==> config.mk <==
export PLATFORM = sky130hd
export DESIGN_NAME = jtag_dbg_top
export DESIGN_NICKNAME = d
export VERILOG_FILES = /design/src/design/dbg_pkg.sv /design/src/design/jtag_tap.sv /design/src/design/core_dbg_port.sv /design/src/design/dbg_reg_bank.sv /design/src/design/dbg_resp_collector.sv /design/src/design/jtag_dbg_top.sv
export SDC_FILE = /design/constraint.sdc
export NUM_CORES = 2
export LEC_CHECK = 0
export ABC_AREA = 1
export ABC_CLOCK_PERIOD_IN_PS = 8550
export BUFFER_PORTS_ARGS = -buffer_cell sky130_fd_sc_hd__buf_2
export CAP_MARGIN = 20
export CORE_MARGIN = 2
export CORE_UTILIZATION = 56
export CTS_CLUSTER_DIAMETER = 40
export DETAILED_ROUTE_END_ITERATION = 6
export PLACE_DENSITY = 0.68
export SLEW_MARGIN = 20
export SYNTH_ARGS = -nofsm -noshare
export SYNTH_HDL_FRONTEND = slang
export SYNTH_SLANG_ARGS = --single-unit
==> constraint.sdc <==
create_clock -name tck -period 8.55 [get_ports tck]
set_input_delay 1.2825 -clock tck [delete_from_list [all_inputs] [get_ports tck]]
set_output_delay 1.2825 -clock tck [all_outputs]
set_load 0.05 [all_outputs]
==> src/design/dbg_pkg.sv <==
`default_nettype none

package dbg_pkg;

    // Bank sizes
    localparam int NR_BANKS     = 4;     // Debug register banks on the APB
    localparam int BANK_WORDS   = 8;     // 32-bit registers per bank
    localparam int CDPACC_WIDTH = 36;    // ACK/WR+OP plus 32 data bits

    // Plain vector types
    typedef logic [3:0]          ir_t;       // TAP instruction code
    typedef logic [31:0]         dbg_word_t; // Debug data word
    typedef logic [7:0]          paddr_t;    // APB byte address
    typedef logic [2:0]          cdp_op_t;   // CDP register select
    typedef logic [3:0]          cdp_ack_t;  // Capture-DR response code
    typedef logic [NR_BANKS-1:0] bank_sel_t; // One-hot PSEL

    // Instruction codes, unlisted codes act as BYPASS
    localparam ir_t IR_IDCODE = 4'b0001;
    localparam ir_t IR_CDPACC = 4'b1010;
    localparam ir_t IR_BYPASS = 4'b1111;

    localparam dbg_word_t IDCODE_VALUE = 32'h2C4B_0E15; // LSB set as JTAG requires

    // CDP operations, bits 3:1 of CDPACC on update
    localparam cdp_op_t CDP_OP_SELECT = 3'd0;
    localparam cdp_op_t CDP_OP_TADDR  = 3'd1;
    localparam cdp_op_t CDP_OP_DTR    = 3'd2;

    // ACK codes, bits 3:0 of CDPACC on capture
    localparam cdp_ack_t ACK_WAIT  = 4'd1;
    localparam cdp_ack_t ACK_OK    = 4'd2;
    localparam cdp_ack_t ACK_FAULT = 4'd4;

    // 16 states of IEEE 1149.1
    typedef enum logic [3:0] {
        TEST_LOGIC_RESET, RUN_TEST_IDLE,
        SELECT_DR_SCAN, CAPTURE_DR, SHIFT_DR, EXIT1_DR, PAUSE_DR, EXIT2_DR, UPDATE_DR,
        SELECT_IR_SCAN, CAPTURE_IR, SHIFT_IR, EXIT1_IR, PAUSE_IR, EXIT2_IR, UPDATE_IR
    } tap_state_t;

    typedef struct packed {
        paddr_t    paddr;   // Byte address
        logic      pwrite;  // 1 = write
        logic      penable; // Access phase
        dbg_word_t pwdata;  // Write data
    } apb_req_t;

    typedef struct packed {
        dbg_word_t prdata;  // Read data
        logic      pready;  // Transfer done
        logic      pslverr; // Error response
    } apb_rsp_t;

endpackage

`default_nettype wire

==> src/design/jtag_tap.sv <==
`timescale 1ns/10ps
`default_nettype none

module jtag_tap (
    input  logic tck,
    input  logic state_test_logic_reset,
    input  logic tms,
    input  logic tdi,
    input  logic cdpacc_tdo,  // Bit 0 of CDPACC scan register
    output logic tdo,
    output logic capture_dr,
    output logic shift_dr,
    output logic update_dr,
    output logic cdpacc_sel
);

    dbg_pkg::tap_state_t state_q;
    dbg_pkg::tap_state_t state_nxt;
    dbg_pkg::ir_t        ir_sr;     // IR scan stage
    dbg_pkg::ir_t        ir_q;      // Committed instruction
    dbg_pkg::dbg_word_t  idcode_sr; // IDCODE scan stage
    logic                bypass_q;  // Single-bit BYPASS
    logic                idcode_sel;
    logic                dr_tdo;    // Selected DR bit 0

    // Next state on TMS
    always_comb begin
        case (state_q)
            dbg_pkg::TEST_LOGIC_RESET: state_nxt = tms ? dbg_pkg::TEST_LOGIC_RESET
                                                       : dbg_pkg::RUN_TEST_IDLE;
            dbg_pkg::RUN_TEST_IDLE:  state_nxt = tms ? dbg_pkg::SELECT_DR_SCAN
                                                     : dbg_pkg::RUN_TEST_IDLE;
            dbg_pkg::SELECT_DR_SCAN: state_nxt = tms ? dbg_pkg::SELECT_IR_SCAN
                                                     : dbg_pkg::CAPTURE_DR;
            dbg_pkg::CAPTURE_DR:     state_nxt = tms ? dbg_pkg::EXIT1_DR : dbg_pkg::SHIFT_DR;
            dbg_pkg::SHIFT_DR:       state_nxt = tms ? dbg_pkg::EXIT1_DR : dbg_pkg::SHIFT_DR;
            dbg_pkg::EXIT1_DR:       state_nxt = tms ? dbg_pkg::UPDATE_DR : dbg_pkg::PAUSE_DR;
            dbg_pkg::PAUSE_DR:       state_nxt = tms ? dbg_pkg::EXIT2_DR : dbg_pkg::PAUSE_DR;
            dbg_pkg::EXIT2_DR:       state_nxt = tms ? dbg_pkg::UPDATE_DR : dbg_pkg::SHIFT_DR;
            dbg_pkg::UPDATE_DR:      state_nxt = tms ? dbg_pkg::SELECT_DR_SCAN
                                                     : dbg_pkg::RUN_TEST_IDLE;
            dbg_pkg::SELECT_IR_SCAN: state_nxt = tms ? dbg_pkg::TEST_LOGIC_RESET
                                                     : dbg_pkg::CAPTURE_IR;
            dbg_pkg::CAPTURE_IR:     state_nxt = tms ? dbg_pkg::EXIT1_IR : dbg_pkg::SHIFT_IR;
            dbg_pkg::SHIFT_IR:       state_nxt = tms ? dbg_pkg::EXIT1_IR : dbg_pkg::SHIFT_IR;
            dbg_pkg::EXIT1_IR:       state_nxt = tms ? dbg_pkg::UPDATE_IR : dbg_pkg::PAUSE_IR;
            dbg_pkg::PAUSE_IR:       state_nxt = tms ? dbg_pkg::EXIT2_IR : dbg_pkg::PAUSE_IR;
            dbg_pkg::EXIT2_IR:       state_nxt = tms ? dbg_pkg::UPDATE_IR : dbg_pkg::SHIFT_IR;
            default:                 state_nxt = tms ? dbg_pkg::SELECT_DR_SCAN
                                                     : dbg_pkg::RUN_TEST_IDLE; // Update-IR
        endcase
    end

    always_ff @(posedge tck) begin
        if (state_test_logic_reset) begin
            state_q <= dbg_pkg::TEST_LOGIC_RESET;
        end else begin
            state_q <= state_nxt;
        end
    end

    // DR strobes to the CDP
    assign capture_dr = (state_q == dbg_pkg::CAPTURE_DR);
    assign shift_dr   = (state_q == dbg_pkg::SHIFT_DR);
    assign update_dr  = (state_q == dbg_pkg::UPDATE_DR);

    // Instruction decode
    assign cdpacc_sel = (ir_q == dbg_pkg::IR_CDPACC);
    assign idcode_sel = (ir_q == dbg_pkg::IR_IDCODE);

    always_ff @(posedge tck) begin
        if (state_test_logic_reset || state_q == dbg_pkg::TEST_LOGIC_RESET) begin
            ir_q <= dbg_pkg::IR_IDCODE;                // IDCODE out of reset
        end else if (state_q == dbg_pkg::UPDATE_IR) begin
            ir_q <= ir_sr;
        end
    end

    always_ff @(posedge tck) begin
        if (state_q == dbg_pkg::CAPTURE_IR) begin
            ir_sr <= 4'b0001;                          // Fixed capture pattern
        end else if (state_q == dbg_pkg::SHIFT_IR) begin
            ir_sr <= {tdi, ir_sr[3:1]};
        end
    end

    // Local data registers
    always_ff @(posedge tck) begin
        if (idcode_sel && capture_dr) begin
            idcode_sr <= dbg_pkg::IDCODE_VALUE;
        end else if (idcode_sel && shift_dr) begin
            idcode_sr <= {tdi, idcode_sr[31:1]};
        end
        if (capture_dr) begin
            bypass_q <= 1'b0;
        end else if (shift_dr) begin
            bypass_q <= tdi;
        end
    end

    always_comb begin
        case (ir_q)
            dbg_pkg::IR_IDCODE: dr_tdo = idcode_sr[0];
            dbg_pkg::IR_CDPACC: dr_tdo = cdpacc_tdo;
            default:            dr_tdo = bypass_q;     // BYPASS and unknown codes
        endcase
    end

    // TDO changes on the falling edge
    always_ff @(negedge tck) begin
        if (state_test_logic_reset) begin
            tdo <= 1'b0;
        end else if (state_q == dbg_pkg::SHIFT_IR) begin
            tdo <= ir_sr[0];
        end else if (shift_dr) begin
            tdo <= dr_tdo;
        end else begin
            tdo <= 1'b0;
        end
    end

endmodule

`default_nettype wire

==> src/design/core_dbg_port.sv <==
`timescale 1ns/10ps
`default_nettype none

module core_dbg_port (
    input  logic                tck,
    input  logic                state_test_logic_reset,
    input  logic                tdi,
    input  logic                capture_dr,
    input  logic                shift_dr,
    input  logic                update_dr,
    input  logic                cdpacc_sel,
    input  dbg_pkg::apb_rsp_t   apb_rsp,
    output logic                cdpacc_tdo,
    output dbg_pkg::apb_req_t   apb_req,
    output dbg_pkg::bank_sel_t  psel
);

    logic [dbg_pkg::CDPACC_WIDTH-1:0] cdpacc_q; // Scan register

    logic               upd_wr;    // Update-DR fields
    dbg_pkg::cdp_op_t   upd_op;
    dbg_pkg::dbg_word_t upd_data;
    logic               cmd_valid; // Update-DR with CDPACC
    logic               dtr_start; // DTR op accepted
    logic               xfer_done; // Access phase with PREADY

    dbg_pkg::dbg_word_t select_q;
    dbg_pkg::dbg_word_t taddr_q;
    dbg_pkg::dbg_word_t dtr_q;
    dbg_pkg::dbg_word_t result_q;
    dbg_pkg::cdp_ack_t  ack_q;
    dbg_pkg::cdp_ack_t  capt_ack;
    dbg_pkg::bank_sel_t psel_dec;
    logic               busy_q;    // Transfer in flight
    logic               wait_q;    // Sticky WAIT
    logic               penable_q;
    dbg_pkg::paddr_t    paddr_q;
    logic               pwrite_q;
    dbg_pkg::dbg_word_t pwdata_q;

    assign upd_wr   = cdpacc_q[0];
    assign upd_op   = cdpacc_q[3:1];
    assign upd_data = cdpacc_q[dbg_pkg::CDPACC_WIDTH-1:4];

    assign cmd_valid = cdpacc_sel & update_dr;
    assign dtr_start = cmd_valid & (upd_op == dbg_pkg::CDP_OP_DTR) & ~busy_q;
    assign xfer_done = busy_q & penable_q & apb_rsp.pready;

    assign cdpacc_tdo = cdpacc_q[0];                   // ACK goes out first
    assign capt_ack   = (busy_q || wait_q) ? dbg_pkg::ACK_WAIT : ack_q;

    // SELECT at or above NR_BANKS selects nothing
    always_comb begin
        psel_dec = '0;
        if (select_q < dbg_pkg::NR_BANKS) begin
            psel_dec = dbg_pkg::bank_sel_t'(1) << select_q;
        end
    end

    always_ff @(posedge tck) begin
        if (cdpacc_sel && capture_dr) begin
            cdpacc_q <= {result_q, capt_ack};
        end else if (cdpacc_sel && shift_dr) begin
            cdpacc_q <= {tdi, cdpacc_q[dbg_pkg::CDPACC_WIDTH-1:1]}; // Shift toward bit 0
        end
    end

    // Command registers and requester control
    always_ff @(posedge tck) begin
        if (state_test_logic_reset) begin
            select_q  <= '0;
            taddr_q   <= '0;
            dtr_q     <= '0;
            result_q  <= '0;
            ack_q     <= dbg_pkg::ACK_OK;
            busy_q    <= 1'b0;
            wait_q    <= 1'b0;
            penable_q <= 1'b0;
            psel      <= '0;
        end else begin
            if (cmd_valid) begin
                case (upd_op)
                    dbg_pkg::CDP_OP_SELECT: begin
                        if (upd_wr) begin
                            select_q <= upd_data;
                        end else begin
                            result_q <= select_q;      // Local read, no transfer
                            ack_q    <= dbg_pkg::ACK_OK;
                        end
                    end
                    dbg_pkg::CDP_OP_TADDR: begin
                        if (upd_wr) begin
                            taddr_q <= upd_data;
                        end else begin
                            result_q <= taddr_q;
                            ack_q    <= dbg_pkg::ACK_OK;
                        end
                    end
                    dbg_pkg::CDP_OP_DTR: begin
                        if (busy_q) begin
                            wait_q <= 1'b1;            // Dropped, flag it
                        end else begin
                            if (upd_wr) begin
                                dtr_q <= upd_data;
                            end
                            busy_q <= 1'b1;
                            psel   <= psel_dec;        // Setup phase
                        end
                    end
                    default: begin
                    end
                endcase
            end else if (cdpacc_sel && capture_dr) begin
                wait_q <= 1'b0;                        // Reported once
            end

            if (busy_q && !penable_q) begin
                penable_q <= 1'b1;                     // Access phase
            end else if (xfer_done) begin
                busy_q    <= 1'b0;
                penable_q <= 1'b0;
                psel      <= '0;
                if (apb_rsp.pslverr) begin
                    ack_q    <= dbg_pkg::ACK_FAULT;
                    result_q <= '0;
                end else begin
                    ack_q    <= dbg_pkg::ACK_OK;
                    result_q <= pwrite_q ? pwdata_q : apb_rsp.prdata;
                end
            end
        end
    end

    // Request payload held for the whole transfer
    always_ff @(posedge tck) begin
        if (dtr_start) begin
            paddr_q  <= dbg_pkg::paddr_t'(taddr_q);
            pwrite_q <= upd_wr;
            pwdata_q <= upd_wr ? upd_data : dtr_q;
        end
    end

    assign apb_req = '{paddr: paddr_q, pwrite: pwrite_q, penable: penable_q, pwdata: pwdata_q};

endmodule

`default_nettype wire

==> src/design/dbg_reg_bank.sv <==
`timescale 1ns/10ps
`default_nettype none

module dbg_reg_bank (
    input  logic               tck,
    input  logic               state_test_logic_reset,
    input  logic               psel_i,
    input  dbg_pkg::apb_req_t  apb_req,
    output dbg_pkg::apb_rsp_t  bank_rsp
);

    localparam int IDX_W = $clog2(dbg_pkg::BANK_WORDS);

    dbg_pkg::dbg_word_t regs_q [dbg_pkg::BANK_WORDS]; // Debug registers
    logic [IDX_W-1:0]   word_idx;
    logic               addr_err;  // Misaligned or out of range
    logic               ready_q;   // High after one wait state
    logic               access;    // Access phase to this bank

    assign word_idx = apb_req.paddr[IDX_W+1:2];
    assign addr_err = (apb_req.paddr[1:0] != 2'b00) ||
                      (apb_req.paddr[7:IDX_W+2] != '0);
    assign access   = psel_i & apb_req.penable;

    // One wait state, then PREADY for a cycle
    always_ff @(posedge tck) begin
        if (state_test_logic_reset) begin
            ready_q <= 1'b0;
        end else begin
            ready_q <= access & ~ready_q;
        end
    end

    // Write on the completing edge
    always_ff @(posedge tck) begin
        if (state_test_logic_reset) begin
            for (int i = 0; i < dbg_pkg::BANK_WORDS; i++) begin
                regs_q[i] <= '0;
            end
        end else if (access && ready_q && apb_req.pwrite && !addr_err) begin
            regs_q[word_idx] <= apb_req.pwdata;
        end
    end

    always_comb begin
        bank_rsp.pready  = ready_q;
        bank_rsp.pslverr = ready_q & addr_err;
        bank_rsp.prdata  = addr_err ? '0 : regs_q[word_idx]; // Bad address reads 0
    end

endmodule

`default_nettype wire

==> src/design/dbg_resp_collector.sv <==
`timescale 1ns/10ps
`default_nettype none

module dbg_resp_collector (
    input  logic               tck,
    input  logic               state_test_logic_reset,
    input  dbg_pkg::bank_sel_t psel,
    input  dbg_pkg::apb_req_t  apb_req,
    input  dbg_pkg::apb_rsp_t  bank_rsp [dbg_pkg::NR_BANKS],
    output dbg_pkg::apb_rsp_t  apb_rsp
);

    logic unmapped;   // Access phase with no bank selected
    logic miss_wait_q; // Wait state for the unmapped answer

    assign unmapped = apb_req.penable & (psel == '0);

    always_ff @(posedge tck) begin
        if (state_test_logic_reset) begin
            miss_wait_q <= 1'b0;
        end else begin
            miss_wait_q <= unmapped & ~miss_wait_q;
        end
    end

    always_comb begin
        apb_rsp = '0;
        for (int i = 0; i < dbg_pkg::NR_BANKS; i++) begin
            if (psel[i]) begin
                apb_rsp = bank_rsp[i];             // One-hot select
            end
        end
        if (unmapped) begin
            apb_rsp.pready  = miss_wait_q;         // Same timing as a bank
            apb_rsp.pslverr = miss_wait_q;
        end
    end

endmodule

`default_nettype wire

==> src/design/jtag_dbg_top.sv <==
`timescale 1ns/10ps
`default_nettype none

module jtag_dbg_top (
    input  logic tck,
    input  logic state_test_logic_reset,
    input  logic tms,
    input  logic tdi,
    output logic tdo
);

    logic               capture_dr;
    logic               shift_dr;
    logic               update_dr;
    logic               cdpacc_sel;
    logic               cdpacc_tdo;
    dbg_pkg::apb_req_t  apb_req;                       // Broadcast to banks
    dbg_pkg::bank_sel_t psel;
    dbg_pkg::apb_rsp_t  apb_rsp;                       // Collected response
    dbg_pkg::apb_rsp_t  bank_rsp [dbg_pkg::NR_BANKS];

    jtag_tap u_tap (
        .tck                    (tck),
        .state_test_logic_reset (state_test_logic_reset),
        .tms                    (tms),
        .tdi                    (tdi),
        .cdpacc_tdo             (cdpacc_tdo),
        .tdo                    (tdo),
        .capture_dr             (capture_dr),
        .shift_dr               (shift_dr),
        .update_dr              (update_dr),
        .cdpacc_sel             (cdpacc_sel)
    );

    core_dbg_port u_cdp (
        .tck                    (tck),
        .state_test_logic_reset (state_test_logic_reset),
        .tdi                    (tdi),
        .capture_dr             (capture_dr),
        .shift_dr               (shift_dr),
        .update_dr              (update_dr),
        .cdpacc_sel             (cdpacc_sel),
        .apb_rsp                (apb_rsp),
        .cdpacc_tdo             (cdpacc_tdo),
        .apb_req                (apb_req),
        .psel                   (psel)
    );

    for (genvar i = 0; i < dbg_pkg::NR_BANKS; i++) begin : g_bank
        dbg_reg_bank u_bank (
            .tck                    (tck),
            .state_test_logic_reset (state_test_logic_reset),
            .psel_i                 (psel[i]),
            .apb_req                (apb_req),
            .bank_rsp               (bank_rsp[i])
        );
    end

    dbg_resp_collector u_collector (
        .tck                    (tck),
        .state_test_logic_reset (state_test_logic_reset),
        .psel                   (psel),
        .apb_req                (apb_req),
        .bank_rsp               (bank_rsp),
        .apb_rsp                (apb_rsp)
    );

endmodule

`default_nettype wire

==> flow_summary.toml <==
[critical_path]
crit_chain = "buf_2"
cp_max_fo = 1
end_kind = "output pin"
critPathMaxStageDelay_ps = 300
slowest_stage = "dfxtp_1"
path_class = "flop to output pin"
cp_data_arrival_time_ps = 5570
worstPathRequired_ps = 7270
critical_path_buf_inv_count = 1
crit_path_start = "u_tap.tdo$_SDFF_NP0_"
rrSetupSlack_ps = 2790
reg2reg_depth = 5
startpoint_type = "flop"
r2r-start = "u_tap.ir_q[0]$_SDFFE_PP1N_"
crit_family = "flip-flops"
timing.rr.end = "u_tap.tdo$_SDFF_NP0_"

[layout]
syn2layout_area_growth_pct = 10.1
drive_above_1_share_pct = 7.26
fillers = 8509
final_util_pct = 62.4
fin_nets = 6316
seqCellArea_um2 = 36900
multiInputGateArea_um2 = 18000

[clock_network]
cts_setup_buffers = 0
hold_buffers = 0
cts_tree = "yes"
cts.clk_slew.worst_paths_ps = 50
clock-sinks = 1294
clk-insertion-delay-late_ps = 770
cts_root_buf = "clkbuf_16"
clockBufferDepth = 3
cts_max_level = 4
cts_repair_resize_count = 0
cts_buffers = 158

[power_and_ir_drop]
p_sw_mw = 3.03
powerDensity_nw_per_um2 = 221
vdd_drop_max_uv = 209
combPwrFrac_pct = 2.6
p_total_mw = 14.4
p_leak_nw = 26.5
clkPwrFrac_pct = 46.9
seqPwrFrac_pct = 50.5
intPower_mw = 11.3
netSwitchingFraction_pct = 21.1

[floorplanning]
num_rows = 118
core_area_um2 = 104000
dieArea_um2 = 108000
die_h_um = 328
start_util_pct = 56.7
io_pins = 5
die_x_um = 328

[routing]
drc = 0
vias = 44500
avgViaCountPerCell = 5.70
wire_per_inst_um = 21.4
drtIter0Drc = 5423
antenna_left = 0
drt-pass1-iter-count = 6
wl_mm = 167

[synth]
synth_area_um2 = 58900
synthArstFlopShare_pct = 0
yosysUniqueCellTypes = 36
synth_ff_type = "edfxtp_1"
yosysTopAreaCell = "edfxtp_1"
synth_edf_count = 1101
synth_common_cells = "1,728 x nand2_1, 1,256 x nor2_1, 1,101 x edfxtp_1"
synth_seq_cells = 1294
yosysMostFrequentCell = "nand2_1"
yosysTopAreaCellShare_pct = 56.1
synthCells = 6522
yosys-top-cells-area = "edfxtp_1 56%, nand2_1 11%, nor2_1 8.0%, dfxtp_1 6.6%, nand3_1 6.5%"
avgSynthCellArea_um2 = 9.03
ys_warn_count = 0
synth_seq_area_share_pct = 62.7
synth.net_count = 6526

[sta]
final_max_slew_viol_count = 0
fin_skew_ps = 26.6
max_slew_margin_pct = 22.2
final.setup.tns_ps = 0
setup_viol = 0
whs_ps = 421
hold_viol = 0
rsz0062_at_grt = "false"
tightest_slew_ps = 1170

[worst_hold_path]
hold_end = "g_bank[2].u_bank.ready_q$_SDFF_PP0_"
hold_start = "g_bank[2].u_bank.ready_q$_SDFF_PP0_"
hold_depth = 1
hold_class = "flop to flop"

[placed_design]
post-dp-hpwl_mm = 95.2
gp_congestion = 0.931
port_buffers = 4

[status]
status = "completed"

[global_routing]
grt_pass1_wl_mm = 251
grt_pass1_vias = 41100
track_usage_pct = 30.9
antenna_found_initial = 0
grt_start_max_net_pins = 225
grt_overflow_total = 0

[run]
maxCapViolCount = 0
[sequential cells by signal (all words and copies together) (netlist names), 4 cells and up, named ones only]
| register | flops |
|---|---|
| u_tap.idcode_sr | 32 |
| u_cdp.dtr_q | 32 |
| u_cdp.taddr_q | 32 |
| u_cdp.psel | 4 |
| u_cdp.result_q | 32 |
| g_bank.u_bank.ready_q | 4 |
| u_cdp.select_q | 32 |
| u_cdp.pwdata_q | 32 |
| g_bank.u_bank.regs_q | 1024 |
| u_tap.ir_q | 4 |
| u_cdp.ack_q | 4 |
| u_tap.ir_sr | 4 |
| u_cdp.paddr_q | 8 |
| u_tap.state_q | 4 |
| u_cdp.cdpacc_q | 36 |
[cells in the final DEF (no fill, tap or decap), types with 21 or more instances in the layout]
cell,n
a21oi_1,78
buf_4,130
clkbuf_1,25
clkbuf_16,162
clkinv_2,21
dfxtp_1,190
edfxtp_1,1101
inv_1,460
nand2_1,1726
nand3_1,763
nor2_1,1256
o211ai_1,65
o21ai_0,232
or2_2,32
[per-layer routing]
metal / track usage [%] / up-vias / part of all wire (%)
li1: - / 20800 / -
met3: 4.82 / 370 / 9.9
met4: 15.2 / 0 / 5.0
met5: 0 / - / 0
met2: 47.4 / 2219 / 45
met1: 43.2 / 21100 / 40
[worst max path at each step]
stage          cells past startpoint              endpoint  slack (ps)
6_report                           1                   tdo        1700
5_1_grt                            1                   tdo        1670
4_1_cts                            1                   tdo        1660
3_5_place_dp                       1                   tdo        2460
3_3_place_gp                       1                   tdo        2450
2_1_floorplan                      3  u_tap.tdo$_SDFF_NP0_        2270
[power groups by stage]
| stage | registers (mW) | clock network [mW] | logic (mW) |
|---|---|---|---|
| after floorplan | 7.36 | 0.00146 | 0.276 |
| after global placement | 7.37 | 0.00146 | 0.366 |
| after detailed placement | 7.38 | 0.00146 | 0.376 |
| after CTS | 7.25 | 6.78 | 0.378 |
| after global routing | 7.28 | 7.03 | 0.428 |
| final | 7.25 | 6.74 | 0.375 |
[final cells by class]
type / count / share of cell area [%]
multi-input cells: 4243 / 27.8
flip-flops and latches: 1294 / 56.9
inverters: 475 / 2.78
clock buffers: 190 / 6.46
clock inverters: 93 / 1.69
diodes: 1 / 0.00386
well taps: 1380 / 2.66
repair buffers: 139 / 1.70
[logic make-up after synthesis]
family                 after synthesis  synth area share, %
AO/OA/AOI/OAI                      420                 4.17
buffers and inverters              985                 6.86
flip-flops                        1294                 62.7
AND/OR/NAND/NOR                   3823                 26.3
[metrics by stage]
step	area, um2	setup slack, ps	std cells
final	64900	1700	7815
after global routing	64900	1670	7814
after CTS	64800	1660	7813
after detailed placement	59600	2460	7531
after global placement	59600	2450	7531
after floorplan	58900	2270	6522
Power figures use the tool's default switching activity.
